[src/rtl/mci_lite_pkg.sv]
// Shared types and address map of the MCI lite subsystem
// Address map assumes each window start is aligned to its size
// Register offsets are byte offsets inside the register window
// Requests and responses use the dv/hold/error handshake
package mci_lite_pkg;

    //////////////////////////////////////////////////////////////////////
    // Encodings
    //////////////////////////////////////////////////////////////////////

    // Request direction
    typedef enum logic {
        OP_READ  = 1'b0,
        OP_WRITE = 1'b1
    } op_e;

    // Decoded destination of a request
    typedef enum logic [1:0] {
        TGT_NONE  = 2'd0,
        TGT_REGS  = 2'd1,
        TGT_TRACE = 2'd2,
        TGT_SRAM  = 2'd3
    } target_e;

    //////////////////////////////////////////////////////////////////////
    // Address map
    //////////////////////////////////////////////////////////////////////

    localparam int unsigned KB = 1024;

    localparam logic [31:0] REGS_START_ADDR  = 32'h0000_0000;
    localparam logic [31:0] REGS_SIZE_BYTES  = 32'h0000_0100;
    localparam logic [31:0] TRACE_START_ADDR = 32'h0001_0000;
    localparam logic [31:0] TRACE_SIZE_BYTES = 32'h0000_0400;
    // SRAM size comes from the top level parameter
    localparam logic [31:0] SRAM_START_ADDR  = 32'h00C0_0000;

    // Control register offsets
    localparam logic [7:0] REG_ID_OFFSET         = 8'h00;
    localparam logic [7:0] REG_SCRATCH_OFFSET    = 8'h04;
    localparam logic [7:0] REG_SOC_CONFIG_OFFSET = 8'h08;

    // Value returned by the ID register
    localparam logic [31:0] MCI_LITE_ID = 32'h4D43_4C31;

    //////////////////////////////////////////////////////////////////////
    // Bus structs
    //////////////////////////////////////////////////////////////////////

    typedef struct packed {
        logic        dv;
        op_e         op;
        logic [31:0] addr;
        logic [31:0] wdata;
        logic [31:0] user;
    } soc_req_t;

    typedef struct packed {
        logic [31:0] rdata;
        logic        hold;
        logic        error;
    } soc_rsp_t;

    // Privilege flags derived from the request user field
    typedef struct packed {
        logic mcu_lsu;
        logic mcu_ifu;
        logic mcu;
        logic soc_config;
        logic sram_config;
    } priv_t;

endpackage

[src/rtl/mci_lite_trace_buffer.sv]
// Circular trace log written by MCU users through offset 0
// TRACE_DEPTH must be a power of two between 2 and 255
// Offset 0 reads the write pointer, offset 4*(1+i) reads entry i
// Entries are not cleared by reset, only the pointer is
`timescale 1ns/100ps

module mci_lite_trace_buffer #(
    parameter int unsigned TRACE_DEPTH = 8
) (
    input  logic                   clk,
    input  logic                   reset,
    input  mci_lite_pkg::soc_req_t req,
    input  mci_lite_pkg::priv_t    priv,
    output mci_lite_pkg::soc_rsp_t rsp
);

    localparam int unsigned OFF_W = $clog2(mci_lite_pkg::TRACE_SIZE_BYTES);
    localparam int unsigned PTR_W = $clog2(TRACE_DEPTH);

    logic [31:0]      entries [TRACE_DEPTH];
    logic [OFF_W-1:0] offset;
    logic [OFF_W-3:0] word_num;
    logic [OFF_W-3:0] entry_num;
    logic [PTR_W-1:0] entry_idx;
    logic [PTR_W-1:0] wr_ptr_q;
    logic             is_write;
    logic             sel_ptr;
    logic             sel_entry;
    logic             wr_en;

    //////////////////////////////////////////////////////////////////////
    // Offset decode
    //////////////////////////////////////////////////////////////////////

    assign offset    = req.addr[OFF_W-1:0];
    assign word_num  = offset[OFF_W-1:2];
    assign entry_num = word_num - 1'b1;
    assign entry_idx = entry_num[PTR_W-1:0];
    assign is_write  = (req.op == mci_lite_pkg::OP_WRITE);
    assign sel_ptr   = (offset == '0);

    // Word aligned and inside 1..TRACE_DEPTH
    assign sel_entry = (offset[1:0] == 2'b00) && (word_num != '0) &&
                       (32'(word_num) <= TRACE_DEPTH);

    // Log write, only MCU users at offset 0
    assign wr_en = req.dv & is_write & sel_ptr & priv.mcu;

    //////////////////////////////////////////////////////////////////////
    // Pointer and log storage
    //////////////////////////////////////////////////////////////////////

    // Pointer wraps on its own width
    always_ff @(posedge clk) begin
        if (reset) begin
            wr_ptr_q <= '0;
        end else if (wr_en) begin
            wr_ptr_q <= wr_ptr_q + 1'b1;
        end
    end

    always_ff @(posedge clk) begin
        if (wr_en) begin
            entries[wr_ptr_q] <= req.wdata;
        end
    end

    always_comb begin
        rsp = '0;
        if (req.dv) begin
            if (is_write) begin
                rsp.error = ~(sel_ptr & priv.mcu);
            end else if (sel_ptr) begin
                rsp.rdata = 32'(wr_ptr_q);
            end else if (sel_entry) begin
                rsp.rdata = entries[entry_idx];
            end else begin
                rsp.error = 1'b1;
            end
        end
    end

endmodule

[config.mk]
export PLATFORM = sky130hd
export DESIGN_NAME = mci_lite_trace_buffer
export DESIGN_NICKNAME = d
export VERILOG_FILES = /design/src/rtl/mci_lite_pkg.sv /design/src/rtl/mci_lite_trace_buffer.sv
export SDC_FILE = /design/constraint.sdc
export NUM_CORES = 1
export LEC_CHECK = 0
export ABC_AREA = 1
export BUFFER_PORTS_ARGS = -buffer_cell sky130_fd_sc_hd__buf_2
export CAP_MARGIN = 20
export CORE_MARGIN = 2
export CORE_UTILIZATION = 50
export DETAILED_ROUTE_END_ITERATION = 6
export GPL_TIMING_DRIVEN = 0
export MAX_ROUTING_LAYER = met4
export PLACE_DENSITY = 0.82
export SYNTH_ARGS = -nofsm -noshare
export SYNTH_HDL_FRONTEND = slang
export SYNTH_SLANG_ARGS = --single-unit
[constraint.sdc]
create_clock -name clk -period 5.75 [get_ports clk]
set_input_delay 0 -clock clk [delete_from_list [all_inputs] [get_ports clk]]
set_output_delay 0 -clock clk [all_outputs]
set_load 0.02 [all_outputs]
Word level (Yosys, flattened, before mapping):

Memory sizes are Yosys's and may differ from the RTL's.
Cells that the tools add are included.

* $add $sub $neg: 2
* order comparisons: 1
* mux-type cells: 10
* bitwise gates (word level): 5
* reduce and logical (&&, ||, !) cells: 5

Operators with widths (count)
* 2-to-1 mux 32 bit: 4
* zero test 10 bit: 1
* <= comparator 8 x 4 -> 1 bit (second input constant): 1
* nonzero test 8 bit: 1
* 2-to-1 mux 1 bit: 6
* AND 1 bit: 4
* adder 3 x 1 -> 3 bit (second input constant): 1
* subtractor 3 x 1 -> 3 bit (second input constant): 1
* logical AND 1 bit: 2
* zero test 2 bit: 1
* NOT 1 bit: 1

* bits in registers: 3
* memory bits (writable): 256
* bits of input ports: 105
* output and inout port bits: 34
* logic and storage cells: 25
* memories kept: 1

Memories
* entries: words 8, width 32, read ports 1, clocked after Yosys merged registers in 0, wr ports 1, RTL line mci_lite_trace_buffer.sv:20 `logic [31:0] entries [TRACE_DEPTH];`

Logic depth before layout (Yosys ltp):

Gate-level depths: netlist of the first run.

* depth after elaboration: 7
* gate-level depth with buffers: 13
* depth with buffers taken out: 9

Least setup slack after synthesis of the first run:

OpenSTA, ideal clock, no wires.

* path type: input -> register
* start point: in req[66] (netlist name)
* end point: mem entries[0][0], enable pin
* library setup time: 421 ps
* arrival: 2682 ps
* required time: 5329 ps
* path slack: 2647 ps
* stages: 11
* buffers on the path: 3
* cell sequence: buf_2 > inv_2 > buf_4 > buf_2 > ha_1 > nand2_1 > nor2_1 > inv_1 > nor2_1 > nand3_1 > nor2_1

* longest elaborated chain between the ends: 5

Ends and longest elaborated chain
* start, declared: RTL line mci_lite_trace_buffer.sv:12 `input mci_lite_pkg::soc_req_t req,`
* zero test 10 bit: RTL line mci_lite_trace_buffer.sv:40 `assign sel_ptr = (offset == '0);`
* AND 1 bit (2 in series): RTL line mci_lite_trace_buffer.sv:47 `assign wr_en = req.dv & is_write & sel_ptr & priv.mcu;`
* 2-to-1 mux 1 bit: RTL line mci_lite_trace_buffer.sv:63 `if (wr_en) begin`
* 2-to-1 mux 1 bit (implied by the code): RTL line mci_lite_trace_buffer.sv:64 `entries[wr_ptr_q] <= req.wdata;`
* end, declared: RTL line mci_lite_trace_buffer.sv:20

Every way passes these cells.

==> flow_summary.toml, run 1 <==
[timing]
tns_ns = 0
min_period_ns = 2.68
slew_headroom_pct = 53.0
min_period_over_period_pct = 46.6
max_freq_ghz = 0.373
worst_pin_slew_ns = 0.705
final.setup.worst_slack_ns = 3.07
final_hold_viol_count = 0
setup_viol_count_final = 0
rsz0062_at_grt = "false"
clock_skew_ns = 0.00624
hold_ws_ns = 0.278
final_max_slew_viol_count = 0

[pwr]
irDropWorstVdd_mv = 0.270
cellPowerDensity_nw_per_um2 = 315
leakage_nw = 4.57
finalPower_mw = 4.01

[synthesis]
syn_area_per_cell_um2 = 12.0
synthesis.nets = 990
syn_inst = 883
synth_top_area_share_pct = 72.8
synth_cell_types = 28
yosys_warnings = 0
yosysSeqAreaShare_pct = 73.4
synth.area.top_cells = "edfxtp_1 (73%), nor2_1 (5.5%), nand2_1 (5.4%)"
yosysTopAreaCell = "edfxtp_1"
synth_seq_cells = 259
netlist_area_um2 = 10600

[cells_and_area]
ff_latch_area_um2 = 7750
layoutNonFillerInstCount = 1329
final_common_cell = "edfxtp_1"
drive_gt1_share_pct = 17.6
post-route-cell-area_um2 = 12700
fillers = 1506
post-route-util_pct = 61.0
nets = 1144
final_cell_mix = "edfxtp_1 (256), nand2_1 (151), nor2_1 (148), buf_2 (104), nand3_1 (73)"
syn2layout_area_growth_pct = 20.7
multi_input_area_um2 = 2530

[detailed_routing]
route.detailed.drc = 0
dr.first_iter.drc_count = 953
first_pass_iters = 6
post_drt_wl_per_cell_um = 20.7
detail-route-antenna-nets = 0
vias = 7651
routed_wl_um = 27600
vias_per_cell = 5.76

[clocking]
post-cts-setup-buffer-count = 0
clockBufferDepth = 3
holdBufCountCts = 41
cts_buffers = 25
clockRootBuffer = "clkbuf_16"
cts.sinks = 259
clk_latency_ns = 0.53
cts_tree = "built"
clk_pin_slew_worst_paths_ns = 0.06
cts_resized = 0
h-tree-depth = 1

[floorplan]
start_util_pct = 50.5
die-area_um2 = 22300
std_cell_rows = 53
die_h_um = 149
fp.coreArea_um2 = 20900
die_w_um = 149
io_pins = 139

[run_status]
status = "completed"

[global_routing]
track_usage_pct = 25.1
grt_pass1_vias = 7480
antenna_found_initial = 1
grt_max_degree = 25
gr-total-overflow = 0
grt_pass1_wl_um = 40700

[placed_design]
place.port_buffers = 78
postPlaceCellArea_um2 = 11500
gp_congestion = 0.825
dp_slack_ns = 2.75
dp_hpwl_um = 16000
placedCellCount = 1244

[setup_path]
worstPathMaxFanout = 10
cp-end-kind = "primary output"
cp-start-kind = "input pin"
critPathKind = "input pin to primary output"
critical_path_required_ns = 5.75
cp_data_arrival_time_ns = 2.68

[run]
maxCapViolations = 0

[worst_hold_path]
hp-class = "input pin to flop"
critical path: stages:
cell,delay [ns]
buf_2,0.15
inv_2,0.12
buf_4,0.18
buf_2,0.30
ha_1,0.29
inv_1,0.07
nand2_1,0.06
nand2_1,0.19
inv_1,0.23
clkbuf_1,0.53
a21oi_1,0.12
nor3_2,0.21
buf_2,0.21
final cells by class:
cell class	count	area share (%)
clock buffers	27	4.97
inverters	21	0.619
clock inverters	16	1.41
flip-flops and latches	259	60.8
repair buffers	127	7.54
plain buffers	51	2.05
diodes	1	0.0196
well taps	275	2.70
multi-input cells	552	19.9
power by group:
group | internal [mW] | switching [mW]
registers | 2.07 | 0.00000783
logic | 0.0850 | 0.188
clock network | 0.971 | 0.691
total | 3.13 | 0.879
state kept, by name (all words and copies together), names as in the netlist:
register	cells
entries	256
wr_ptr_q	3
synth_stat cells:
cell,instances
or2_2,4
nand2_1,151
edfxtp_1,256
o21ai_0,59
nand3_1,73
or2_1,1
inv_2,2
o21ai_1,3
ha_1,2
or2_0,1
buf_6,2
nor2_1,156
nor3_2,10
nand4_1,1
inv_1,19
nand3_2,1
buf_4,6
clkbuf_1,10
conb_1,1
nor3_1,19
a21oi_1,64
buf_2,26
nor2_2,3
dfxtp_1,3
buf_1,7
nand2_2,1
nor2_4,1
xor2_1,1
kinds of logic after synthesis:
group | share of synthesized area, %
simple gates | 17.1
flops | 73.4
compound gates | 5.97
buf+inv | 3.22
fa+ha+maj | 0.237
xor+xnor | 0.0830
other cells | 0.0355
worst paths after layout:
kind / start / to / slack, ns / depth (start not counted)
worst max-delay path: req[66] / rsp[32] / 3.07 / 13
worst min register to register: wr_ptr_q[1] / entries[2][0] / 0.88 / 2
worst min-delay path: req[38] / entries[1][6] / 0.28 / 2
worst max register to register: wr_ptr_q[1] / wr_ptr_q[1] / 3.65 / 5
layer usage:
layer | up-vias | global-route usage (%) | part of all wire (%)
li1 | 3410 | - | -
met1 | 3638 | 31.3 | 38
met2 | 511 | 41.0 | 49
met3 | 92 | 4.46 | 9.5
met4 | 0 | 10.2 | 3.4
met5 | - | - | 0
(Power assumes the default switching activity.)
==> run 2: changes to the inputs <==
Clock period 5.75 ns to 2.5 ns, I/O delays scaled along.
==> flow_summary.toml, run 2 (synthesis gave the netlist of run 1 again) <==
[placed_design]
dp_slack_ns = -0.708
place.port_buffers = 78
postPlaceCellArea_um2 = 11500
dp_hpwl_um = 16100
gp_congestion = 0.786

[cells_and_area]
largest_reg_flops = 256
fillers = 1559
final_cell_mix = "edfxtp_1 (256), nand2_1 (151), nor2_1 (148), buf_2 (105), nand3_1 (72)"
syn2layout_area_growth_pct = 21.3
n_antenna_cell = 0
post-route-cell-area_um2 = 12800
multi_input_area_um2 = 2540
drive_gt1_share_pct = 18.4
top_register = "entries"
post-route-util_pct = 61.3
reg_top3 = "entries: 256 flops, wr_ptr_q: 3 flops"
ff_latch_area_um2 = 7750
nets = 1150
final_common_cell = "edfxtp_1"

[timing]
min_period_over_period_pct = 96.5
worst_pin_slew_ns = 0.641
final_max_slew_viol_count = 0
max_freq_ghz = 0.415
final_hold_viol_count = 0
final.setup.worst_slack_ns = 0.0881
clock_skew_ns = 0.0184
min_period_ns = 2.41
slew_headroom_pct = 57.3
rsz0062_at_grt = "false"
setup_viol_count_final = 0

[detailed_routing]
route.detailed.drc = 0
vias_per_cell = 5.64
detail-route-antenna-nets = 0
routed_wl_um = 26400
vias = 7501
dr.first_iter.drc_count = 1048
post_drt_wl_per_cell_um = 19.8
first_pass_iters = 5

[setup_path]
cp_data_arrival_time_ns = 2.87
critical_path_required_ns = 2.96
cp-end-kind = "flop"
cp-start-kind = "input pin"
critPathKind = "input pin to flop"
regToRegStartpoint = "wr_ptr_q[1]"
startpoint = "req[96]"
worstPathMaxFanout = 4

[global_routing]
antenna_found_initial = 0
gr-total-overflow = 0
grt_max_degree = 27
grt_pass1_wl_um = 39800
grt_pass1_vias = 7285
track_usage_pct = 24.4

[clocking]
cts.sinks = 259
h-tree-depth = 1
clk_latency_ns = 0.54
clockBufferDepth = 3
cts_buffers = 27
clk_pin_slew_worst_paths_ns = 0.06
clockRootBuffer = "clkbuf_16"
cts_tree = "built"

[pwr]
irDropWorstVdd_mv = 0.529
seq_power_share_pct = 53.1
power.switching_mw = 1.97
cellPowerDensity_nw_per_um2 = 701
leakage_nw = 4.60
p_int_mw = 7.01
clkPwrFrac_pct = 40.1
swShare_pct = 21.9
pwr-share-comb_pct = 6.8

[floorplan]
die_h_um = 149
fp.coreArea_um2 = 20900
start_util_pct = 50.5
io_pins = 139
die-area_um2 = 22300
die_w_um = 149
std_cell_rows = 53

[worst_hold_path]
hp-class = "input pin to flop"
hp-start = "req[97]"

[run_status]
status = "completed"

[run]
maxCapViolations = 0
[run 2: changes by cell type in the layout (fill, tap and decap cells not counted), moves of 2 or more]
cell / before / now
clkinvlp_4: 0 / 2
clkbuf_2: 0 / 3
bufinv_16: 4 / 1
buf_4: 6 / 8
buf_16: 0 / 3
buf_1: 7 / 5
clkbuf_16: 25 / 27
clkbuf_1: 12 / 9
clkinv_2: 4 / 1
[run 2: worst max-delay path, cell delays in order]
cell	delay (ns)
dlygate4sd3_1	0.53
buf_2	0.14
nand2_1	0.07
dlygate4sd3_1	0.56
nor2_1	0.20
nand3_1	0.11
dlygate4sd3_1	0.57
a21oi_1	0.12
dlygate4sd3_1	0.56
[run 2: final cells by class]
class                           instances  share of cell area [%]
Buffer                                 50                    2.05
Clock buffer                           29                    5.33
Clock inverter                         13                   0.733
Inverter                               21                   0.615
Multi-Input combinational cell        552                    19.8
Sequential cell                       259                    60.5
Tap cell                              275                    2.69
Timing Repair Buffer                  132                    8.26
[run 2: through the flow]
| stage | TNS [ns] | cells | hold slack [ns] | power [mW] |
|---|---|---|---|---|
| 2_1_floorplan | -36.86 | 883 | 0.0691 | 5.18 |
| 3_3_place_gp | -307.11 | 1236 | 0.193 | 5.39 |
| 3_5_place_dp | -125.84 | 1244 | 0.196 | 5.41 |
| 4_1_cts | -0.000546 | 1330 | 0.110 | 8.98 |
| 5_1_grt | 0 | 1331 | 0.119 | 9.24 |
| 6_report | 0 | 1331 | 0.124 | 8.98 |
[run 2: path summary, 6_finish.rpt]
kind / cells after the start / to / slack [ns]
setup / recovery: 9 / wr_ptr_q[1] / 0.09
hold / removal: 3 / entries[0][5] / 0.12
setup reg to reg: 5 / wr_ptr_q[1] / 0.42
hold reg to reg: 2 / entries[2][27] / 0.88
[run 2: power by group through the flow]
stage / logic [mW] / registers [mW] / clock network [mW]
after floorplan: 0.317 / 4.86 / 0
after global placement: 0.530 / 4.86 / 0
after detailed placement: 0.553 / 4.86 / 0
after CTS: 0.604 / 4.77 / 3.61
after global routing: 0.666 / 4.76 / 3.81
final: 0.612 / 4.77 / 3.60
[run 2: metal layers]
layer / global-route usage, % / up-vias / part of all wire [%]
met5: - / - / 0
met4: 8.81 / 0 / 2.7
met3: 2.87 / 64 / 9.1
met2: 40.5 / 439 / 50
met1: 31.3 / 3582 / 38
li1: - / 3416 / -
[run 2: repair_timing]
| action | CTS | global route |
|---|---|---|
| pin swaps | 3 | 2 |
| setup endpoints to repair | 68 | 227 |
| resized for setup | 5 | 4 |
| setup buffers | 3 | 2 |
| hold buffers | 41 | 0 |
| endpoints found under the hold margin | 259 | 0 |
