**src/rtl/mci_lite_pkg.sv**
```systemverilog
// Shared types and address map of the MCI lite subsystem
// Address map assumes each window start is aligned to its size
// Register offsets are byte offsets inside the register window
// Requests and responses use the dv/hold/error handshake
package mci_lite_pkg;

    //////////////////////////////////////////////////////////////////////
    // Encodings
    //////////////////////////////////////////////////////////////////////

    // Request direction
    typedef enum logic {
        OP_READ  = 1'b0,
        OP_WRITE = 1'b1
    } op_e;

    // Decoded destination of a request
    typedef enum logic [1:0] {
        TGT_NONE  = 2'd0,
        TGT_REGS  = 2'd1,
        TGT_TRACE = 2'd2,
        TGT_SRAM  = 2'd3
    } target_e;

    //////////////////////////////////////////////////////////////////////
    // Address map
    //////////////////////////////////////////////////////////////////////

    localparam int unsigned KB = 1024;

    localparam logic [31:0] REGS_START_ADDR  = 32'h0000_0000;
    localparam logic [31:0] REGS_SIZE_BYTES  = 32'h0000_0100;
    localparam logic [31:0] TRACE_START_ADDR = 32'h0001_0000;
    localparam logic [31:0] TRACE_SIZE_BYTES = 32'h0000_0400;
    // SRAM size comes from the top level parameter
    localparam logic [31:0] SRAM_START_ADDR  = 32'h00C0_0000;

    // Control register offsets
    localparam logic [7:0] REG_ID_OFFSET         = 8'h00;
    localparam logic [7:0] REG_SCRATCH_OFFSET    = 8'h04;
    localparam logic [7:0] REG_SOC_CONFIG_OFFSET = 8'h08;

    // Value returned by the ID register
    localparam logic [31:0] MCI_LITE_ID = 32'h4D43_4C31;

    //////////////////////////////////////////////////////////////////////
    // Bus structs
    //////////////////////////////////////////////////////////////////////

    typedef struct packed {
        logic        dv;
        op_e         op;
        logic [31:0] addr;
        logic [31:0] wdata;
        logic [31:0] user;
    } soc_req_t;

    typedef struct packed {
        logic [31:0] rdata;
        logic        hold;
        logic        error;
    } soc_rsp_t;

    // Privilege flags derived from the request user field
    typedef struct packed {
        logic mcu_lsu;
        logic mcu_ifu;
        logic mcu;
        logic soc_config;
        logic sram_config;
    } priv_t;

endpackage

```
**src/rtl/mci_lite_regs.sv**
```systemverilog
// Control register block: ID, SCRATCH and SOC_CONFIG
// Single cycle access, hold is never raised
// Only the low byte of the address is decoded
// SOC_CONFIG write needs the SoC config privilege
`timescale 1ns/100ps

module mci_lite_regs (
    input  logic                   clk,
    input  logic                   reset,
    input  mci_lite_pkg::soc_req_t req,
    input  mci_lite_pkg::priv_t    priv,
    output mci_lite_pkg::soc_rsp_t rsp
);

    localparam int unsigned OFF_W = $clog2(mci_lite_pkg::REGS_SIZE_BYTES);

    logic [OFF_W-1:0] offset;
    logic             is_write;
    logic             sel_id;
    logic             sel_scratch;
    logic             sel_soc_config;
    logic             wr_scratch;
    logic             wr_soc_config;
    logic [31:0]      scratch_q;
    logic [31:0]      soc_config_q;

    //////////////////////////////////////////////////////////////////////
    // Decode
    //////////////////////////////////////////////////////////////////////

    assign offset         = req.addr[OFF_W-1:0];
    assign is_write       = (req.op == mci_lite_pkg::OP_WRITE);
    assign sel_id         = (offset == mci_lite_pkg::REG_ID_OFFSET);
    assign sel_scratch    = (offset == mci_lite_pkg::REG_SCRATCH_OFFSET);
    assign sel_soc_config = (offset == mci_lite_pkg::REG_SOC_CONFIG_OFFSET);

    // Write strobes, hold is always low so dv completes the transfer
    assign wr_scratch    = req.dv & is_write & sel_scratch;
    assign wr_soc_config = req.dv & is_write & sel_soc_config & priv.soc_config;

    //////////////////////////////////////////////////////////////////////
    // Storage
    //////////////////////////////////////////////////////////////////////

    always_ff @(posedge clk) begin
        if (reset) begin
            scratch_q    <= '0;
            soc_config_q <= '0;
        end else begin
            if (wr_scratch) begin
                scratch_q <= req.wdata;
            end
            if (wr_soc_config) begin
                soc_config_q <= req.wdata;
            end
        end
    end

    // Read data and error
    always_comb begin
        rsp = '0;
        if (req.dv) begin
            if (sel_id) begin
                rsp.rdata = mci_lite_pkg::MCI_LITE_ID;
                // ID is read only
                rsp.error = is_write;
            end else if (sel_scratch) begin
                rsp.rdata = scratch_q;
            end else if (sel_soc_config) begin
                rsp.rdata = soc_config_q;
                rsp.error = is_write & ~priv.soc_config;
            end else begin
                // Unused offset
                rsp.error = 1'b1;
            end
        end
    end

endmodule

```
**config.mk**
```make
export PLATFORM = sky130hd
export DESIGN_NAME = mci_lite_regs
export DESIGN_NICKNAME = d
export VERILOG_FILES = /design/src/rtl/mci_lite_pkg.sv /design/src/rtl/mci_lite_regs.sv
export SDC_FILE = /design/constraint.sdc
export NUM_CORES = 1
export LEC_CHECK = 0
export BUFFER_PORTS_ARGS = -buffer_cell sky130_fd_sc_hd__buf_2
export CORE_ASPECT_RATIO = 0.9
export CORE_MARGIN = 4
export CORE_UTILIZATION = 43
export DETAILED_ROUTE_END_ITERATION = 10
export PLACE_DENSITY = 0.87
export RECOVER_POWER = 50
export SLEW_MARGIN = 20
export SYNTH_ARGS = -nofsm -noshare
export SYNTH_HDL_FRONTEND = slang
export SYNTH_SLANG_ARGS = --single-unit
```
**constraint.sdc**
```tcl
create_clock -name clk -period 1.3 [get_ports clk]
set_clock_uncertainty 0.1 [all_clocks]
set_input_delay 0.13 -clock clk [delete_from_list [all_inputs] [get_ports clk]]
set_output_delay 0.13 -clock clk [all_outputs]
set_load 0.05 [all_outputs]
```
# Word level (Yosys, flattened, before mapping)
# Index checks and enable logic that the tools add are counted.
dict set report totals {
  input_bits 105
  out_inout_bits 34
  reg_bits 64
  elab_cells 19
}
dict set report classes {
  n_reduce_logical 1
  bitwise 6
  n_mux 8
  eq_ne 2
}
# cell n
set ops {}
lappend ops {{2-to-1 mux 32 bit} 4}
lappend ops {{equality test 8 x 3 -> 1 bit (second input constant)} 1}
lappend ops {{equality test 8 x 4 -> 1 bit (second input constant)} 1}
lappend ops {{zero test 8 bit} 1}
lappend ops {{bitwise AND 1 bit} 5}
lappend ops {{2-to-1 mux 1 bit} 4}
lappend ops {{NOT 1 bit} 1}

# Logic depth before layout (Yosys ltp)
# Gate-level depths: netlist (run 1).
dict set report depth {
  ltp_word 6
  mapped_depth 5
  mapped_depth_nobuf 3
}

# Worst setup path before layout (run 1)
# No wires, ideal clock.
dict set report synth_path {
  path_type {in2out}
  startpoint {input port req[69] (netlist bit)}
  endpoint {output port rsp[7] (netlist bit)}
  n_path_buf 1
  required_time_ps 1070
  path_slack_ps -565
  stages 4
  arrival_ps 1635
  path_cell_list {nor4_4 > nand2_1 > clkbuf_1 > a21oi_1}
}
# item line_no
set synth_rtl {}
lappend synth_rtl {{start: declaration} mci_lite_regs.sv:10} ;# input mci_lite_pkg::soc_req_t req,
lappend synth_rtl {{end: declaration} mci_lite_regs.sv:12} ;# output mci_lite_pkg::soc_rsp_t rsp

==> flow_summary.toml, run 1 <==
[floorplan]
coreArea_um2 = 7510
initial_core_util_pct = 44.0
die_w_um = 100
ios = 139
die-height_um = 91.1
die-area_um2 = 9150
num_rows = 30

[place]
post-place-cells = 523
pre_cts_ws_ns = -0.247
gp_congestion = 0.743
placedInstanceArea_um2 = 4260
hpwl_um = 5780
io_buffers = 77

[critical_path]
worst-endpoint-required_ns = 1.07
end_kind = "output pin"
crit_type = "primary input to output pin"
worstPathArrival_ns = 1.21
critPathLaunch = "req[69]"
r2r_start = "scratch_q[5]"
cp-start-kind = "primary input"
cp_max_fo = 18

[clocking]
numCtsBuffers = 9
clk_path_buf_depth = 2
cts.sinks = 64
cts.clk_slew.worst_paths_ns = 0.06
cts-root-buf = "clkbuf_8"
cts_htree_levels = 3
cts_tree = "built"
clk_latency_ns = 0.33

[final_layout]
final_nets = 575
antenna_cells = 0
final_common_cell = "nand2b_1"
final_util_pct = 67.2
final_cells = 570
layout-drive-gt1-share_pct = 39.7
stdcell_area_um2 = 5050
final_cell_mix = "nand2b_1, mux2i_1, dfxtp_1"
area_delta_synth_final_pct = 52.9

[grt]
antenna_found_initial = 0
grt_max_degree = 97
grt_pass1_vias = 3103
overflow = 0
grt_usage_pct = 20.4
grt_pass1_wl_um = 14800

[route]
ant_nets = 0
routedWlPerCell_um = 15.9
routed_wirelength_um = 9050
num_vias = 2868
via_per_inst = 5.03
drt-initial-drc-count = 122
route.detailed.drc = 0
drt-pass1-iter-count = 4

[timing]
fin_ws_ns = -0.143
finalHoldViolCount = 0
hold_ws_ns = 0.0281
fin_tns_setup_ns = -3.31
rsz0062_at_grt = "true"
max_freq_ghz = 0.693
drv_slew = 0
fin_crit_ns = 1.44
period_share_pct = 111
setup_viol = 38

[synthesis]
synth_area_leaders = "dfxtp_1, nand2b_1, mux2i_1, a22oi_1, a21o_1"
synth_nets = 461
synth_flop_cell = "dfxtp_1"
synth_seq_cells = 64
yosysUniqueCellTypes = 22
postSynthCellCount = 356
avgSynthCellArea_um2 = 9.28
synth_area_leader_cell = "dfxtp_1"
synth-seq-area-share_pct = 38.8
yosysWarnings = 0
async_reset_ff_share_pct = 0
synth_edf_count = 0
synth_top_area_share_pct = 38.8
netlist_area_um2 = 3300

[outcome]
outcome = "finished, violations left"
failed_checks = "setup timing"

[power]
power_leakage_nw = 2.25
total_power_mw = 4.08
p_per_area_nw_per_um2 = 809
vdd.ir_drop.worst_v = 0.000696

[worst_hold_path]
min_path_type = "primary input to register"
hp-start = "req[41]"

[flow_run]
max-cap-violations = 0
report_power, final:
part           leakage, nW  total [mW]  switching, mW  internal (mW)
Combinational         1.63       0.482          0.223          0.259
Clock               0.0989        1.64          0.723          0.918
Sequential           0.521        1.96       0.000645           1.96
synth_stat cells, types with 2 or more instances:
library cell	instances
nor2_1	20
nand2b_1	109
buf_2	4
inv_1	14
a21oi_1	13
dfxtp_1	64
buf_6	6
nor2b_1	2
nand4_2	2
a22oi_1	19
clkbuf_1	17
mux2i_1	64
a21o_1	13
area by class of cell:
cell class                      count  area (µm²)
Clock inverter                      4        45.0
Timing Repair Buffer              131        1180
Fill cell                         578        2460
Tap cell                           96         120
Clock buffer                       11         141
Multi-Input combinational cell    250        2210
Inverter                           14        52.6
Sequential cell                    64        1290
cell families (layout without fill, tap and decap cells):
kind of cell	Yosys count	after routing	share of synthesized area [%]
AOI/OAI and AO/OA	48	48	9.89
buffers and inverters	42	160	6.40
DFF	64	64	38.8
muxes	64	64	19.4
other	1	1	0.114
and+or+nand+nor	137	137	25.4
flip-flops by register name, indices dropped and copies added, names as in the netlist:
| register | count |
|---|---|
| scratch_q | 32 |
| soc_config_q | 32 |
metal layers:
| layer | track usage [%] | routed length, µm | vias to the layer above |
|---|---|---|---|
| met3 | 5.61 | 426 | 13 |
| met1 | 24.4 | 3840 | 1373 |
| li1 | - | - | 1407 |
| met2 | 35.5 | 4630 | 75 |
| met5 | 0 | 0 | - |
| met4 | 5.72 | 154 | 0 |
path summary, 6_finish.rpt:
path	endpoint	slack (ns)	cells past startpoint
setup / recovery	rsp[26]	-0.14	6
hold / removal	soc_config_q[9]	0.03	3
setup reg to reg	scratch_q[5]	0.53	3
hold reg to reg	scratch_q[17]	0.38	2
worst max-delay path, cell delays in order:
cell and delay [ns]:
buf_6 0.10, nor4_4 0.35, nand2_4 0.11, buf_12 0.20
a21oi_4 0.14, buf_6 0.17
timing repair:
| action | in CTS | in global routing |
|---|---|---|
| resized for setup | 79 | 28 |
| setup buffers | 1 | 1 |
| endpoints found under the setup margin | 33 | 33 |
| endpoints found under the hold margin | 53 | 0 |
| hold buffers | 30 | 0 |
| pin swaps | 1 | 0 |
Power figures use the tool's default switching activity.
==> run 2, diff against run 1 <==
--- a/config.mk
+++ b/config.mk
@@ -10,7 +10,7 @@
 export CORE_MARGIN = 4
 export CORE_UTILIZATION = 43
 export DETAILED_ROUTE_END_ITERATION = 10
-export PLACE_DENSITY = 0.87
+export PLACE_DENSITY_LB_ADDON = 0.12
 export RECOVER_POWER = 50
 export SLEW_MARGIN = 20
 export SYNTH_ARGS = -nofsm -noshare
==> flow_summary.toml, run 2 (same netlist as run 1, synthesis figures left out) <==
[route]
num_vias = 2815
via_per_inst = 4.96
drt-initial-drc-count = 64
routedWlPerCell_um = 15.1
routed_wirelength_um = 8560
drt-pass1-iter-count = 4
ant_nets = 0
route.detailed.drc = 0

[timing]
setup_viol = 58
max_freq_ghz = 0.682
hold_ws_ns = 0.0111
fin_ws_ns = -0.167
period_share_pct = 113
fin_crit_ns = 1.47
finalHoldViolCount = 0
fin_tns_setup_ns = -4.44
drv_slew = 0
rsz0062_at_grt = "true"

[critical_path]
max_stage_delay_ns = 0.36
timing.reg2reg.setup_slack_ns = 0.57
crit_slowest_cell = "nor4_4"
crit_chain = "buf_6, nor4_4, nand2_4, buf_12, a21oi_4, buf_6"
crit_family = "simple AND/OR/NAND/NOR gates"
end_kind = "output pin"
cp_common_cell = "buf_6"
crit_type = "primary input to output pin"
critical_path_buf_inv_count = 3
worstPathArrival_ns = 1.24
cp_max_fo = 14
worst-endpoint-required_ns = 1.07
cp-start-kind = "primary input"

[grt]
antenna_found_initial = 0
grt_usage_pct = 19.0
top_usage_layer = "met2"
use_met3_pct = 5.68
grt_pass1_wl_um = 13800
use_met2_pct = 32.2
overflow = 0
gr-usage-met1_pct = 23.3
grt_pass1_vias = 2928
grt_max_degree = 97

[outcome]
failed_checks = "setup timing"
outcome = "finished, violations left"

[floorplan]
die-height_um = 91.1
num_rows = 30
ios = 139
initial_core_util_pct = 44.0
die-area_um2 = 9150
coreArea_um2 = 7510
die_w_um = 100

[clocking]
clk_path_buf_depth = 2
cts_htree_levels = 3
cts.sinks = 64
cts.clk_slew.worst_paths_ns = 0.07
cts_tree = "built"
numCtsBuffers = 9
cts-root-buf = "clkbuf_8"
clk_latency_ns = 0.33

[worst_hold_path]
min_path_type = "primary input to register"

[final_layout]
final_cell_mix = "nand2b_1, mux2i_1, dfxtp_1"
final_common_cell = "nand2b_1"
antenna_cells = 0
final_cells = 567
top_regs = "scratch_q (32), soc_config_q (32)"
final_nets = 572
area_delta_synth_final_pct = 50.7
layout-drive-gt1-share_pct = 33.8
fillers = 601

[place]
gp_congestion = 0.727
io_buffers = 77
hpwl_um = 5440
pre_cts_ws_ns = -0.275
post-place-cells = 522

[power]
power_leakage_nw = 2.24
total_power_mw = 4.03
vdd.ir_drop.worst_v = 0.000560
p_per_area_nw_per_um2 = 810

[flow_run]
max-cap-violations = 0
[run 2: cell count changes in the layout (fill, tap and decap cells not counted), moves of 2 or more]
cell,before,now
inv_2,7,0
buf_8,2,7
inv_1,7,14
a22oi_1,4,18
dfxtp_2,11,2
dfxtp_1,53,62
a22oi_2,15,1
clkbuf_8,10,13
clkinv_2,3,1
buf_6,34,30
buf_2,42,40
[run 2: layout make-up]
| cell class | instances | area (µm²) | share of cell area [%] |
|---|---|---|---|
| clock buffer | 13 | 179 | 3.60 |
| clock inverter | 2 | 12.5 | 0.251 |
| inverter | 14 | 52.6 | 1.06 |
| multi-input combinational | 250 | 2140 | 43.1 |
| sequential | 64 | 1280 | 25.8 |
| tap | 96 | 120 | 2.41 |
| timing repair buffer | 128 | 1180 | 23.8 |
[run 2: worst paths after layout]
check,cells after the start,from,to
worst min-delay path,3,req[40],scratch_q[8]
worst max-delay path,6,req[68],rsp[29]
worst max register to register,2,soc_config_q[16],soc_config_q[16]
worst min register to register,2,scratch_q[30],scratch_q[30]
[run 2: metal layers]
layer	part of all wire (%)	up-vias
met1	45	1342
met2	49	64
met3	4.9	6
li1	-	1403
met4	0.96	0
met5	0	-
[run 2: worst register-to-register path, cell delays in order (launching register included)]
cell,delay [ns]
dfxtp_1,0.35
nand2b_1,0.08
mux2i_1,0.13
[run 2: stage by stage]
| stage | util [%] | area, µm² |
|---|---|---|
| floorplan | - | 3650 |
| global placement | 56.3 | 4230 |
| detailed placement | 56.3 | 4230 |
| CTS | 66.1 | 4960 |
| global route | 66.3 | 4980 |
| finish | 66.3 | 4980 |
[run 2: power breakdown]
part | switching (mW) | internal (mW)
clock | 0.719 | 0.887
sequential | 0.000529 | 1.96
combinational | 0.213 | 0.251
total | 0.932 | 3.10
[run 2: timing repair]
item                                    in CTS  in global routing
endpoints found under the hold margin       56                  0
hold buffers                                29                  0
pin swaps                                    3                  2
setup buffers                                1                  1
resized for setup                           75                 10
endpoints found under the setup margin      33                 35
==> run 3, diff against run 2 <==
--- a/config.mk
+++ b/config.mk
@@ -8,10 +8,11 @@
 export BUFFER_PORTS_ARGS = -buffer_cell sky130_fd_sc_hd__buf_2
 export CORE_ASPECT_RATIO = 0.9
 export CORE_MARGIN = 4
-export CORE_UTILIZATION = 43
+export CORE_UTILIZATION = 50
 export DETAILED_ROUTE_END_ITERATION = 10
 export PLACE_DENSITY_LB_ADDON = 0.12
 export RECOVER_POWER = 50
+export SETUP_SLACK_MARGIN = 0.4
 export SLEW_MARGIN = 20
 export SYNTH_ARGS = -nofsm -noshare
 export SYNTH_HDL_FRONTEND = slang
==> constraint.sdc (replaced) <==
create_clock -name clk -period 1.7 [get_ports clk]
set_clock_uncertainty 0.1 [all_clocks]
set_input_delay 0.17 -clock clk [delete_from_list [all_inputs] [get_ports clk]]
set_output_delay 0.17 -clock clk [all_outputs]
set_load 0.05 [all_outputs]
==> flow_summary.toml, run 3 (same netlist as run 1, synthesis figures left out) <==
[outcome]
outcome = "finished, final reports clean"

[clocking]
clk_path_buf_depth = 2
cts_tree = "built"
cts.clk_slew.worst_paths_ns = 0.07
numCtsBuffers = 9
cts.sinks = 64
clk_latency_ns = 0.34
cts_htree_levels = 3
cts-root-buf = "clkbuf_8"

[floorplan]
die-height_um = 85.1
ios = 139
initial_core_util_pct = 52.8
coreArea_um2 = 6250
num_rows = 27
die_w_um = 93.7
die-area_um2 = 7970

[timing]
setup_viol = 0
hold_ws_ns = 0.00599
fin_crit_ns = 1.59
fin_ws_ns = 0.113
drv_slew = 0
max_freq_ghz = 0.630
rsz0062_at_grt = "true"
fin_tns_setup_ns = 0
period_share_pct = 93.4
finalHoldViolCount = 0

[place]
placedInstanceArea_um2 = 4140
io_buffers = 77
pre_cts_ws_ns = 0.0359
hpwl_um = 5020
gp_congestion = 0.737

[flow_run]
max-cap-violations = 0

[critical_path]
crit_end = "rsp[13]"
end_kind = "output pin"
timing.reg2reg.setup_slack_ns = 0.93
critPathLaunch = "req[68]"
worst-endpoint-required_ns = 1.43
worstPathArrival_ns = 1.32
r2r_start = "soc_config_q[9]"
cp-start-kind = "primary input"
crit_type = "primary input to output pin"
rr_worst_depth = 2
cp_max_fo = 11
r2r_end = "soc_config_q[9]"

[route]
routedWlPerCell_um = 16.5
via_per_inst = 5.18
drt-pass1-iter-count = 4
routed_wirelength_um = 8930
ant_nets = 0
num_vias = 2801
route.detailed.drc = 0
drt-initial-drc-count = 123

[final_layout]
top_regs = "scratch_q (32), soc_config_q (32)"
final_nets = 554
stdcell_area_um2 = 4760
final_cell_mix = "nand2b_1, dfxtp_1, mux2i_1"
layout-drive-gt1-share_pct = 33.9
antenna_cells = 0
area_delta_synth_final_pct = 44.0
final_common_cell = "nand2b_1"
final_util_pct = 76.1

[grt]
overflow = 0
antenna_found_initial = 0
grt_max_degree = 97
grt_usage_pct = 21.8
grt_pass1_wl_um = 13500
grt_pass1_vias = 2814

[power]
vdd.ir_drop.worst_v = 0.000682
power_leakage_nw = 2.13
p_per_area_nw_per_um2 = 667

[worst_hold_path]
min_path_type = "primary input to register"
run 3: per-layer routing:
layer | GRT usage (%) | share of wire, % | up-vias
met1 | 27.6 | 44 | 1354
met2 | 35.8 | 50 | 69
met3 | 6.12 | 4.8 | 12
li1 | - | - | 1366
met5 | 0 | 0 | -
met4 | 6.96 | 1.4 | 0
run 3: what timing repair did:
item,CTS,global route
hold endpoints to repair,16,0
buffers inserted,2,0
hold buffers,9,0
gates cloned,1,5
endpoints found under the setup margin,33,89
pin swaps,2,3
resized for setup,65,24
run 3: layout make-up:
class / instances / area, µm²
inverter: 14 / 52.6
clock buffer: 11 / 151
tap: 87 / 109
sequential: 64 / 1280
timing repair buffer: 110 / 951
clock inverter: 5 / 55.1
multi-input combinational: 250 / 2160
fill: 448 / 1490
run 3: critical path, stage by stage:
cell and delay (ns):
clkbuf_1 0.10, nor4_4 0.37, nand2_4 0.14, buf_16 0.20, a21oi_2 0.15, buf_6 0.18
run 3: worst min path at each step:
stage / from / end / cells after the start
2_1_floorplan: req[32] / scratch_q[0] / 2
3_3_place_gp: req[39] / scratch_q[7] / 3
3_5_place_dp: req[33] / scratch_q[1] / 3
4_1_cts: req[61] / scratch_q[29] / 3
5_1_grt: req[45] / scratch_q[13] / 3
6_report: req[61] / scratch_q[29] / 3
run 3: power breakdown:
part | switching (mW) | total, mW | leakage [nW] | internal, mW
registers | 0.000409 | 1.50 | 0.515 | 1.50
logic | 0.158 | 0.321 | 1.51 | 0.162
clock network | 0.601 | 1.35 | 0.101 | 0.751
total | 0.760 | 3.17 | 2.13 | 2.41
run 3: metrics by stage:
stage	power (mW)	std cells
2_1_floorplan	1.71	356
3_3_place_gp	1.81	508
3_5_place_dp	1.81	508
4_1_cts	3.18	536
5_1_grt	3.30	541
6_report	3.17	541
