File: config.mk
export PLATFORM = sky130hd
export DESIGN_NAME = mci_lite_decode
export DESIGN_NICKNAME = d
export VERILOG_FILES = /design/src/rtl/mci_lite_pkg.sv /design/src/rtl/mci_lite_decode.sv
export SDC_FILE = /design/constraint.sdc
export NUM_CORES = 1
export LEC_CHECK = 0
export BUFFER_PORTS_ARGS = -buffer_cell sky130_fd_sc_hd__buf_2
export CELL_PAD_IN_SITES_DETAIL_PLACEMENT = 1
export CELL_PAD_IN_SITES_GLOBAL_PLACEMENT = 1
export CORE_AREA = 4 4 253 255
export DETAILED_ROUTE_END_ITERATION = 12
export DIE_AREA = 0 0 257 259
export PLACE_DENSITY_LB_ADDON = 0.15
export SLEW_MARGIN = 20
export SYNTH_ARGS = -nofsm -noshare
export SYNTH_HDL_FRONTEND = slang
export SYNTH_SLANG_ARGS = --single-unit
File: constraint.sdc
create_clock -name vclk -period 5.1
set_input_delay 1.02 -clock vclk [all_inputs]
set_output_delay 1.02 -clock vclk [all_outputs]
set_load 0.01 [all_outputs]
File: src/rtl/mci_lite_pkg.sv
// Shared types and address map of the MCI lite subsystem
// Address map assumes each window start is aligned to its size
// Register offsets are byte offsets inside the register window
// Requests and responses use the dv/hold/error handshake
package mci_lite_pkg;

    //////////////////////////////////////////////////////////////////////
    // Encodings
    //////////////////////////////////////////////////////////////////////

    // Request direction
    typedef enum logic {
        OP_READ  = 1'b0,
        OP_WRITE = 1'b1
    } op_e;

    // Decoded destination of a request
    typedef enum logic [1:0] {
        TGT_NONE  = 2'd0,
        TGT_REGS  = 2'd1,
        TGT_TRACE = 2'd2,
        TGT_SRAM  = 2'd3
    } target_e;

    //////////////////////////////////////////////////////////////////////
    // Address map
    //////////////////////////////////////////////////////////////////////

    localparam int unsigned KB = 1024;

    localparam logic [31:0] REGS_START_ADDR  = 32'h0000_0000;
    localparam logic [31:0] REGS_SIZE_BYTES  = 32'h0000_0100;
    localparam logic [31:0] TRACE_START_ADDR = 32'h0001_0000;
    localparam logic [31:0] TRACE_SIZE_BYTES = 32'h0000_0400;
    // SRAM size comes from the top level parameter
    localparam logic [31:0] SRAM_START_ADDR  = 32'h00C0_0000;

    // Control register offsets
    localparam logic [7:0] REG_ID_OFFSET         = 8'h00;
    localparam logic [7:0] REG_SCRATCH_OFFSET    = 8'h04;
    localparam logic [7:0] REG_SOC_CONFIG_OFFSET = 8'h08;

    // Value returned by the ID register
    localparam logic [31:0] MCI_LITE_ID = 32'h4D43_4C31;

    //////////////////////////////////////////////////////////////////////
    // Bus structs
    //////////////////////////////////////////////////////////////////////

    typedef struct packed {
        logic        dv;
        op_e         op;
        logic [31:0] addr;
        logic [31:0] wdata;
        logic [31:0] user;
    } soc_req_t;

    typedef struct packed {
        logic [31:0] rdata;
        logic        hold;
        logic        error;
    } soc_rsp_t;

    // Privilege flags derived from the request user field
    typedef struct packed {
        logic mcu_lsu;
        logic mcu_ifu;
        logic mcu;
        logic soc_config;
        logic sram_config;
    } priv_t;

endpackage

File: src/rtl/mci_lite_decode.sv
// Routes one SoC request to the control registers, trace buffer or MCU SRAM
// Purely combinational; clk and reset are only for bound assertions
// Addresses are compared on all 32 bits, so no aliasing above the map
// Privilege flags are valid only while soc_req.dv is high
`timescale 1ns/100ps

module mci_lite_decode #(
    parameter int unsigned SRAM_SIZE_KB = 4
) (
    input  logic                   clk,
    input  logic                   reset,

    // SoC side
    input  mci_lite_pkg::soc_req_t soc_req,
    output mci_lite_pkg::soc_rsp_t soc_rsp,

    // Target side
    output mci_lite_pkg::soc_req_t regs_req,
    output mci_lite_pkg::soc_req_t trace_req,
    output mci_lite_pkg::soc_req_t sram_req,
    input  mci_lite_pkg::soc_rsp_t regs_rsp,
    input  mci_lite_pkg::soc_rsp_t trace_rsp,
    input  mci_lite_pkg::soc_rsp_t sram_rsp,

    // Privileged users from straps
    input  logic [31:0]            strap_mcu_lsu_user,
    input  logic [31:0]            strap_mcu_ifu_user,
    input  logic [31:0]            strap_soc_config_user,
    input  logic [31:0]            strap_sram_config_user,

    output mci_lite_pkg::priv_t    priv
);

    // Window ends, inclusive
    localparam logic [31:0] REGS_END_ADDR =
        mci_lite_pkg::REGS_START_ADDR + mci_lite_pkg::REGS_SIZE_BYTES - 32'd1;
    localparam logic [31:0] TRACE_END_ADDR =
        mci_lite_pkg::TRACE_START_ADDR + mci_lite_pkg::TRACE_SIZE_BYTES - 32'd1;
    localparam logic [31:0] SRAM_END_ADDR =
        mci_lite_pkg::SRAM_START_ADDR + 32'(SRAM_SIZE_KB * mci_lite_pkg::KB) - 32'd1;

    mci_lite_pkg::target_e  tgt;
    mci_lite_pkg::soc_rsp_t tgt_rsp;
    logic                   req_miss;
    logic                   lsu_match;
    logic                   ifu_match;
    logic                   soc_config_match;
    logic                   soc_config_disable;
    logic                   soc_config_force;

    //////////////////////////////////////////////////////////////////////
    // Address classification
    //////////////////////////////////////////////////////////////////////

    always_comb begin
        tgt = mci_lite_pkg::TGT_NONE;
        if (soc_req.addr inside {[mci_lite_pkg::REGS_START_ADDR:REGS_END_ADDR]}) begin
            tgt = mci_lite_pkg::TGT_REGS;
        end else if (soc_req.addr inside {[mci_lite_pkg::TRACE_START_ADDR:TRACE_END_ADDR]}) begin
            tgt = mci_lite_pkg::TGT_TRACE;
        end else if (soc_req.addr inside {[mci_lite_pkg::SRAM_START_ADDR:SRAM_END_ADDR]}) begin
            tgt = mci_lite_pkg::TGT_SRAM;
        end
    end

    // Valid request that hits no window
    assign req_miss = soc_req.dv & (tgt == mci_lite_pkg::TGT_NONE);

    // Same payload to all, dv only toward the selected target
    always_comb begin
        regs_req     = soc_req;
        trace_req    = soc_req;
        sram_req     = soc_req;
        regs_req.dv  = soc_req.dv & (tgt == mci_lite_pkg::TGT_REGS);
        trace_req.dv = soc_req.dv & (tgt == mci_lite_pkg::TGT_TRACE);
        sram_req.dv  = soc_req.dv & (tgt == mci_lite_pkg::TGT_SRAM);
    end

    //////////////////////////////////////////////////////////////////////
    // Response mux
    //////////////////////////////////////////////////////////////////////

    always_comb begin
        unique case (tgt)
            mci_lite_pkg::TGT_REGS:  tgt_rsp = regs_rsp;
            mci_lite_pkg::TGT_TRACE: tgt_rsp = trace_rsp;
            mci_lite_pkg::TGT_SRAM:  tgt_rsp = sram_rsp;
            default:                 tgt_rsp = '0;
        endcase
    end

    // Idle bus returns all zeros; a miss ends at once with an error
    always_comb begin
        soc_rsp = '0;
        if (soc_req.dv) begin
            soc_rsp.rdata = tgt_rsp.rdata;
            soc_rsp.hold  = tgt_rsp.hold;
            soc_rsp.error = tgt_rsp.error | req_miss;
        end
    end

    //////////////////////////////////////////////////////////////////////
    // Privilege detection
    //////////////////////////////////////////////////////////////////////

    assign lsu_match        = (soc_req.user == strap_mcu_lsu_user);
    assign ifu_match        = (soc_req.user == strap_mcu_ifu_user);
    assign soc_config_match = (soc_req.user == strap_soc_config_user);

    // All zeros strap turns the SoC config user off
    assign soc_config_disable = ~|strap_soc_config_user;
    // All ones strap grants SoC config to every user
    assign soc_config_force   = &strap_soc_config_user;

    always_comb begin
        priv = '0;
        if (soc_req.dv) begin
            priv.mcu_lsu     = lsu_match;
            priv.mcu_ifu     = ifu_match;
            priv.mcu         = lsu_match | ifu_match;
            priv.soc_config  = (soc_config_match & ~soc_config_disable) | soc_config_force;
            priv.sram_config = (soc_req.user == strap_sram_config_user);
        end
    end

endmodule

; Word-level counts from Yosys, hierarchy flattened
; Index checks and enable logic that the tools add are counted.
[word_totals]
reg_bits = 0
wordCells = 33
output_inout_bits = 333
input_bits = 330
[op_classes]
bitwise = 8
eq_ne = 7
reduce_logical = 6
n_mux = 6
n_lt_le_gt_ge = 6
[ops]
columns = operator, n
row1 = $eq A32 B32 Y1, 4
row2 = $pmux W34 S3, 1
row3 = $mux W34, 1
row4 = $ge A32 B1 Y1 const B, 1
row5 = $ge A32 B17 Y1 const B, 1
row6 = $ge A32 B24 Y1 const B, 1
row7 = $le A32 B17 Y1 const B, 1
row8 = $le A32 B24 Y1 const B, 1
row9 = $le A32 B8 Y1 const B, 1
row10 = $reduce_and A32 Y1, 1
row11 = $reduce_or A32 Y1, 1
row12 = $mux W2, 3
row13 = $and A1 B1 Y1, 5
row14 = $mux W5, 1
row15 = $eq A2 B2 Y1 const B, 2
row16 = $logic_and A1 B1 Y1, 3
row17 = $or A1 B1 Y1, 3
row18 = $eq A2 B1 Y1 const B, 1
row19 = $logic_not A2 Y1, 1

; Longest topological paths before layout
; Gate-level depths: netlist of run 1.
[depth]
depth_word = 9
ltp_mapped = 7
ltp_nobuf = 5

; Worst setup path before layout of run 1
; No wires, ideal clock.
[synth_path]
path_type = input to output
start = input strap_mcu_ifu_user[26]
end = output priv[2] in the netlist's numbering
n_path_buf = 0
stages = 5
t_arrival_ns = 2.255
required_time_ns = 4.080
setup_slack_ns = 1.825
path_cell_list = xor2_1 -> nor4_1 -> nand4_1 -> nor4_1 -> or2_1
[synth_rtl]
columns = item, line_no
row1 = "start, declared", mci_lite_decode.sv:27  ; input logic [31:0] strap_mcu_ifu_user,
row2 = "end, declared", mci_lite_decode.sv:31  ; output mci_lite_pkg::priv_t priv

==> impl_metrics.env, run 1 <==
export IMPL_outcome="finished, final reports clean"
export IMPL_critical_path_startpoint="soc_req[22]"
export IMPL_dieHeight_um=259
export IMPL_nFlopsAndLatches=0
export IMPL_drv_slew=0
export IMPL_antenna_found_initial=9
export IMPL_slowest_stage="nor4_1"
export IMPL_dieWidth_um=257
export IMPL_gr_total_overflow=0
export IMPL_syn_inst=630
export IMPL_maxSlewHeadroom_pct=53.7
export IMPL_wirelength_um=30100
export IMPL_stdcell_area_sq_mm=0.00629
export IMPL_syn_num_nets=960
export IMPL_placed_cell_area_sq_mm=0.00628
export IMPL_hold_start="soc_req[59]"
export IMPL_ys_warn_count=0
export IMPL_via_count=4942
export IMPL_intPower_mw=0.189
export IMPL_post_route_period_util_pct=80.7
export IMPL_max_freq_ghz=0.243
export IMPL_crit_end="priv[0]"
export IMPL_grt_pass1_wl_um=41300
export IMPL_netlist_area_sq_mm=0.00498
export IMPL_grtUsageTotal_pct=8.29
export IMPL_avgRoutedWirePerCell_um=18.0
export IMPL_drc_errors=0
export IMPL_area_growth_pct=26.2
export IMPL_p_leak_nw=2.76
export IMPL_grt_max_degree=37
export IMPL_path_cells="buf_2 > xnor2_1 > nand4_1 > nor4_1 > buf_4 > nand4_1 > nor4_1 > buf_4 > buf_2"
export IMPL_fin_crit_ps=4110
export IMPL_pin_count=663
export IMPL_start_util_pct=8.09
export IMPL_ys_seq_area_share_pct=0
export IMPL_ctsHoldBuffers=0
export IMPL_synthAdderAreaFrac_pct=0
export IMPL_cts_resized=0
export IMPL_row_count=91
export IMPL_synth_top_area_share_pct=43.8
export IMPL_port_buffers=497
export IMPL_synth_area_leaders="buf_4, xor2_1, xnor2_1, a22oi_2, a22o_1"
export IMPL_critPathMaxFanout=7
export IMPL_fin_nets=1161
export IMPL_critPathCaptureType="output port"
export IMPL_arrival_ps=3090
export IMPL_synth_simple_area_share_pct=16.2
export IMPL_setup_violations_final=0
export IMPL_combPwrFrac_pct=100.0
export IMPL_p_clk_share_pct=0
export IMPL_max_cap_viol_count=0
export IMPL_drive_above_1_share_pct=69.4
export IMPL_drt_first_pass_iters=4
export IMPL_final_antenna_net_count=0
export IMPL_rsz0062_at_grt="false"
export IMPL_hp_class="input pin to output port"
export IMPL_fillerInstances=7546
export IMPL_viasPerCell=2.96
export IMPL_postCtsSetupBuffers=0
export IMPL_synth_mux_area_share_pct=0
export IMPL_netSwitchingPower_mw=0.236
export IMPL_die_area_sq_mm=0.0666
export IMPL_clkbuf_count=0
export IMPL_critPathRequiredTime_ps=4080
export IMPL_setup_tns_ps=0
export IMPL_synth_top_cell_by_area="buf_4"
export IMPL_start_kind="input pin"
export IMPL_crit_type="input pin to output port"
export IMPL_p_seq_share_pct=0
export IMPL_globalplace_congestion=0.724
export IMPL_synth_top_family_by_area="buffers and inverters"
export IMPL_seq_area_sq_um=0
export IMPL_pwr_density_cell_mw_per_mm2=67.5
export IMPL_dp_hpwl_um=26900
export IMPL_synth_compound_area_share_pct=14.5
export IMPL_crit_path_max_incr_delay_ps=460
export IMPL_tightest_slew_ps=689
export IMPL_switching_share_pct=55.6
export IMPL_drtIter0Drc=159
export IMPL_ys_types=33
export IMPL_peakVddDrop_v=0.0000248
export IMPL_finalHoldViolations=0
export IMPL_core_sq_mm=0.0616
export IMPL_grt_pass1_vias=5405
export IMPL_avgSynthCellArea_sq_um=7.91
export IMPL_synthXorXnorAreaFrac_pct=22.5
[power by group through the flow]
stage	clock network (mW)	logic, mW	registers, mW
floorplan	0	0.333	0
global placement	0	0.439	0
detailed placement	0	0.441	0
CTS	0	0.443	0
global route	0	0.468	0
finish	0.00000000318	0.425	0
[worst min-delay path by stage]
stage                         end  slack (ps)  cells after the start
floorplan             regs_req[0]        2130                      1
global placement     regs_req[40]        2040                      0
detailed placement   regs_req[40]        2040                      0
CTS                  regs_req[40]        2040                      0
global route         sram_req[63]        2040                      0
finish              trace_req[59]        2040                      0
[per-layer routing]
layer / vias to the layer above / part of all wire (%) / global-route usage (%)
met1: 2258 / 38 / 9.37
met2: 387 / 51 / 15.6
li1: 2271 / - / -
met4: 12 / 0.057 / 0.0303
met5: - / 0.32 / 0
met3: 14 / 9.9 / 3.24
[Yosys cell counts (all sizes together)]
library cell / instances
buf: 308
xor2: 73
xnor2: 55
nor2: 36
nor4: 36
a22o: 33
a22oi: 33
nand4: 26
nand2: 7
nand3: 5
nor3: 4
and3: 2
o21ai: 2
a41oi: 1
and2: 1
and3b: 1
bufbuf: 1
inv: 1
nand3b: 1
o2111ai: 1
o22ai: 1
or2: 1
or3: 1
[through the flow]
| stage | worst slack (ps) | power [mW] | util (%) | std cells | hold WS (ps) |
|---|---|---|---|---|---|
| floorplan | 1820 | 0.333 | - | 630 | 2130 |
| global placement | 850 | 0.439 | 10.2 | 1666 | 2040 |
| detailed placement | 824 | 0.441 | 10.2 | 1666 | 2040 |
| CTS | 791 | 0.443 | 10.2 | 1666 | 2040 |
| global route | 743 | 0.468 | 10.2 | 1666 | 2040 |
| finish | 986 | 0.425 | 10.2 | 1669 | 2040 |
[cell usage in the layout, fill, tap and decap left out]
cell type	synthesis	final
buf_2	12	497
nand2_1	7	7
nor3_4	1	1
a22oi_1	3	3
a22o_1	33	33
diode_2	0	3
nor2_4	1	1
or3_1	1	1
o2111ai_1	1	1
o21ai_0	2	2
nor4_4	3	3
nor2_2	30	30
a41oi_1	1	1
nor2_1	5	5
nand4_1	25	25
nand3b_1	1	1
xnor2_1	55	55
xor2_1	73	73
and3b_1	1	1
a22oi_2	30	30
nor3_1	3	3
and2_1	1	1
buf_12	0	1
nand3_1	4	4
inv_1	1	1
nand3_4	1	1
or2_1	1	1
and3_1	2	2
buf_4	291	10
nand4_4	1	1
o22ai_1	1	1
nor4_1	33	33
[worst max-delay path: cells and delay by family]
family | cells | cell delay, ps
simple gates | 4 | 1050
buf+inv | 4 | 810
xor+xnor | 1 | 200
[cell type report]
cell class                 instances  area (sq um)  share of cell area, %
timing repair buffer             508          2580                   41.1
tap                              837          1050                   16.6
multi-input combinational        320          2650                   42.1
inverter                           1          3.75                 0.0597
antenna                            3          7.51                  0.119
[logic make-up after synthesis]
family          Yosys count
simple gates            121
compound gates           71
buf+inv                 310
xor+xnor                128
Power figures use the tool's default switching activity.
==> run 2: changes to the inputs <==
- CORE_AREA: 4 4 253 255 -> 4 4 259 261
- DIE_AREA: 0 0 257 259 -> 0 0 263 265
- clock period: 5.1 -> 3.89 ns (I/O delays scaled with it)
==> impl_metrics.env, run 2 (synthesis results as in run 1) <==
export IMPL_outcome="finished, final reports clean"
export IMPL_critPathCaptureType="output port"
export IMPL_tightest_slew_ps=598
export IMPL_power_mw=0.568
export IMPL_hp_class="input pin to output port"
export IMPL_grt_pass1_wl_um=42900
export IMPL_max_cap_viol_count=0
export IMPL_final_antenna_net_count=0
export IMPL_area_growth_pct=28.7
export IMPL_setup_violations_final=0
export IMPL_layout_setup_ws_ps=342
export IMPL_most_common_layout_cells="buf_2, xor2_1, xnor2_1"
export IMPL_fin_crit_ps=3550
export IMPL_post_route_period_util_pct=91.2
export IMPL_start_kind="input pin"
export IMPL_setup_tns_ps=0
export IMPL_drc_errors=0
export IMPL_max_freq_ghz=0.282
export IMPL_drv_slew=0
export IMPL_critPathMaxFanout=3
export IMPL_pwr_density_cell_mw_per_mm2=88.5
export IMPL_drtIter0Drc=166
export IMPL_crit_type="input pin to output port"
export IMPL_maxSlewHeadroom_pct=60.1
export IMPL_core_sq_mm=0.0645
export IMPL_nFlopsAndLatches=0
export IMPL_arrival_ps=2770
export IMPL_postCtsSetupBuffers=0
export IMPL_row_count=93
export IMPL_wirelength_um=30900
export IMPL_p_leak_nw=2.81
export IMPL_grtUsageTotal_pct=8.17
export IMPL_dp_cells=1692
export IMPL_die_area_sq_mm=0.0697
export IMPL_dieWidth_um=263
export IMPL_gr_total_overflow=0
export IMPL_start_util_pct=7.73
export IMPL_rsz0062_at_grt="false"
export IMPL_peakVddDrop_v=0.0000377
export IMPL_place_ws_ps=254
export IMPL_seq_area_sq_um=0
export IMPL_pin_count=663
export IMPL_fin_nets=1169
export IMPL_critPathRequiredTime_ps=3110
export IMPL_drive_above_1_share_pct=69.8
export IMPL_grt_pass1_vias=5535
export IMPL_final_common_cell="buf_2"
export IMPL_dp_hpwl_um=28000
export IMPL_via_count=4892
export IMPL_drt_first_pass_iters=4
export IMPL_clkbuf_count=0
export IMPL_globalplace_congestion=0.723
export IMPL_cts_resized=0
export IMPL_avgRoutedWirePerCell_um=18.2
export IMPL_fillerInstances=7914
export IMPL_antenna_found_initial=8
export IMPL_viasPerCell=2.89
export IMPL_ctsHoldBuffers=0
export IMPL_port_buffers=497
export IMPL_grt_max_degree=37
export IMPL_finalHoldViolations=0
export IMPL_fin_cells=1695
export IMPL_dieHeight_um=265
[run 2: cell count changes in the layout (fill, tap and decap cells not counted), sizes merged]
cell / delta
buf: +8
[run 2: area by class of cell]
class,instances,area (sq um),share of cell area (%)
inverters,1,3.75,0.0585
diodes,3,7.51,0.117
well taps,855,1070,16.7
multi-input cells,320,2660,41.4
repair buffers,516,2680,41.8
[run 2: worst max-delay path: stages]
cell,delay (ps)
buf_2,150
xnor2_1,250
nand4_1,190
nor4_1,480
nand4_1,380
nor4_1,350
buf_2,190
[run 2: worst paths after layout]
kind  depth (start not counted)      endpoint   startpoint
max                           7       priv[0]  soc_req[14]
min                           0  regs_req[63]  soc_req[63]
[run 2: per-stage QoR]
step | util (%) | cell area, sq um | hold slack [ps]
final | 9.95 | 6420 | 1560
after global routing | 9.95 | 6410 | 1560
after floorplan | - | 4980 | 1650
after CTS | 9.94 | 6410 | 1560
after global placement | 9.94 | 6410 | 1560
after detailed placement | 9.94 | 6410 | 1560
[run 2: metal layers]
layer | global-route usage, % | share of wire, % | up-vias
li1 | - | - | 2290
met1 | 9.03 | 38 | 2191
met2 | 15.6 | 52 | 385
met3 | 3.04 | 9.5 | 16
met4 | 0.402 | 0.59 | 10
met5 | 0 | 0.20 | -
[run 2: report_power, final]
part	switching, mW	internal [mW]	total [mW]
clock network	0	0.000000103	0.000000103
logic	0.314	0.254	0.568
registers	0	0	0
total	0.314	0.254	0.568
==> run 3: changes to the inputs <==
- CORE_AREA: 4 4 259 261 -> 2 2 257 259
- DIE_AREA: 0 0 263 265 -> 0 0 259 261
==> impl_metrics.env, run 3 (synthesis results as in run 1) <==
export IMPL_p_leak_nw=2.81
export IMPL_met1_length_um=11700
export IMPL_setup_tns_ps=0
export IMPL_final_common_cell="buf_2"
export IMPL_max_freq_ghz=0.283
export IMPL_placed_cell_area_sq_mm=0.00644
export IMPL_dp_cells=1701
export IMPL_globalplace_congestion=0.740
export IMPL_core_sq_mm=0.0650
export IMPL_setup_violations_final=0
export IMPL_stdcell_area_sq_mm=0.00644
export IMPL_p_clk_share_pct=0
export IMPL_drtIter0Drc=148
export IMPL_drt_first_pass_iters=4
export IMPL_crit_type="input pin to output port"
export IMPL_top_layer="met5"
export IMPL_whs_ps=1560
export IMPL_path_cells="buf_2 > xor2_1 > nor4_1 > nand4_1 > nor4_1 > or2_1 > buf_2"
export IMPL_ctsHoldBuffers=0
export IMPL_pin_count=663
export IMPL_clkbuf_count=0
export IMPL_max_cap_viol_count=0
export IMPL_dieHeight_um=261
export IMPL_fin_cells=1703
export IMPL_most_common_layout_cells="buf_2, xor2_1, xnor2_1"
export IMPL_drv_slew=0
export IMPL_wl_met3_um=2930
export IMPL_cts_resized=0
export IMPL_area_growth_pct=29.3
export IMPL_fillerInstances=7937
export IMPL_maxSlewHeadroom_pct=57.8
export IMPL_grt_pass1_vias=5277
export IMPL_critPathCaptureType="output port"
export IMPL_combPwrFrac_pct=100.0
export IMPL_pwr_density_cell_mw_per_mm2=87.3
export IMPL_switching_share_pct=55.2
export IMPL_p_seq_share_pct=0
export IMPL_arrival_ps=2760
export IMPL_row_count=94
export IMPL_intPower_mw=0.252
export IMPL_power_mw=0.563
export IMPL_fin_crit_ps=3540
export IMPL_wirelength_um=30300
export IMPL_slowest_stage="nor4_1"
export IMPL_viasPerCell=2.94
export IMPL_die_area_sq_mm=0.0676
export IMPL_drive_above_1_share_pct=69.7
export IMPL_netSwitchingPower_mw=0.310
export IMPL_tightest_slew_ps=627
export IMPL_post_route_period_util_pct=90.9
export IMPL_avgRoutedWirePerCell_um=17.8
export IMPL_start_kind="input pin"
export IMPL_critPathMaxFanout=2
export IMPL_antenna_found_initial=9
export IMPL_rsz0062_at_grt="false"
export IMPL_port_buffers=497
export IMPL_crit_path_max_incr_delay_ps=580
export IMPL_outcome="finished, final reports clean"
export IMPL_via_count=5000
export IMPL_dp_hpwl_um=26900
export IMPL_grtUsageTotal_pct=8.22
export IMPL_nFlopsAndLatches=0
export IMPL_start_util_pct=7.66
export IMPL_met2_length_um=15400
export IMPL_fin_nets=1169
export IMPL_critPathRequiredTime_ps=3110
export IMPL_dieWidth_um=259
export IMPL_seq_area_sq_um=0
export IMPL_gr_total_overflow=0
export IMPL_grt_pass1_wl_um=40700
export IMPL_grt_max_degree=37
export IMPL_drc_errors=0
export IMPL_peakVddDrop_v=0.0000366
export IMPL_finalHoldViolations=0
export IMPL_final_antenna_net_count=0
export IMPL_hp_class="input pin to output port"
export IMPL_postCtsSetupBuffers=0
[run 3: changes by cell type in the layout (fill, tap and decap cells not counted)]
cell | before | now
buf_4 | 15 | 13
diode_2 | 3 | 2
nor4_1 | 32 | 33
buf_12 | 4 | 6
nor4_2 | 1 | 0
[run 3: stage by stage]
step	setup slack [ps]	util [%]
6_report	353	9.91
5_1_grt	148	9.91
4_1_cts	237	9.90
3_5_place_dp	246	9.90
3_3_place_gp	265	9.90
2_1_floorplan	1100	-
[run 3: cell type report]
| type | instances | area (sq um) | area share (%) |
|---|---|---|---|
| Antenna cell | 2 | 5.00 | 0.0777 |
| Tap cell | 864 | 1080 | 16.8 |
| Timing Repair Buffer | 516 | 2710 | 42.0 |
| Multi-Input combinational cell | 320 | 2650 | 41.1 |
| Inverter | 1 | 3.75 | 0.0582 |
[run 3: worst max-delay path: cells and delay by family]
family | cells | cell delay, ps
xor+xnor | 1 | 150
buf+inv | 2 | 260
simple gates | 4 | 1570
[run 3: worst paths after layout]
| kind | start | to | slack, ps | cells past startpoint |
|---|---|---|---|---|
| worst max-delay path | soc_req[0] | priv[2] | 350 | 7 |
| worst min-delay path | soc_req[34] | sram_req[34] | 1560 | 0 |
[run 3: metal layers]
metal / vias to the layer above / global-route usage, %
met5: - / 0
met4: 10 / 0.305
met3: 16 / 2.73
met2: 395 / 15.5
met1: 2290 / 9.37
li1: 2289 / -
[run 3: power groups by stage]
stage	Combinational [mW]	Clock [mW]	Sequential, mW
after floorplan	0.437	0	0
after global placement	0.580	0	0
after detailed placement	0.581	0	0
after CTS	0.584	0	0
after global routing	0.618	0.0000000344	0
final	0.563	0.0000000689	0
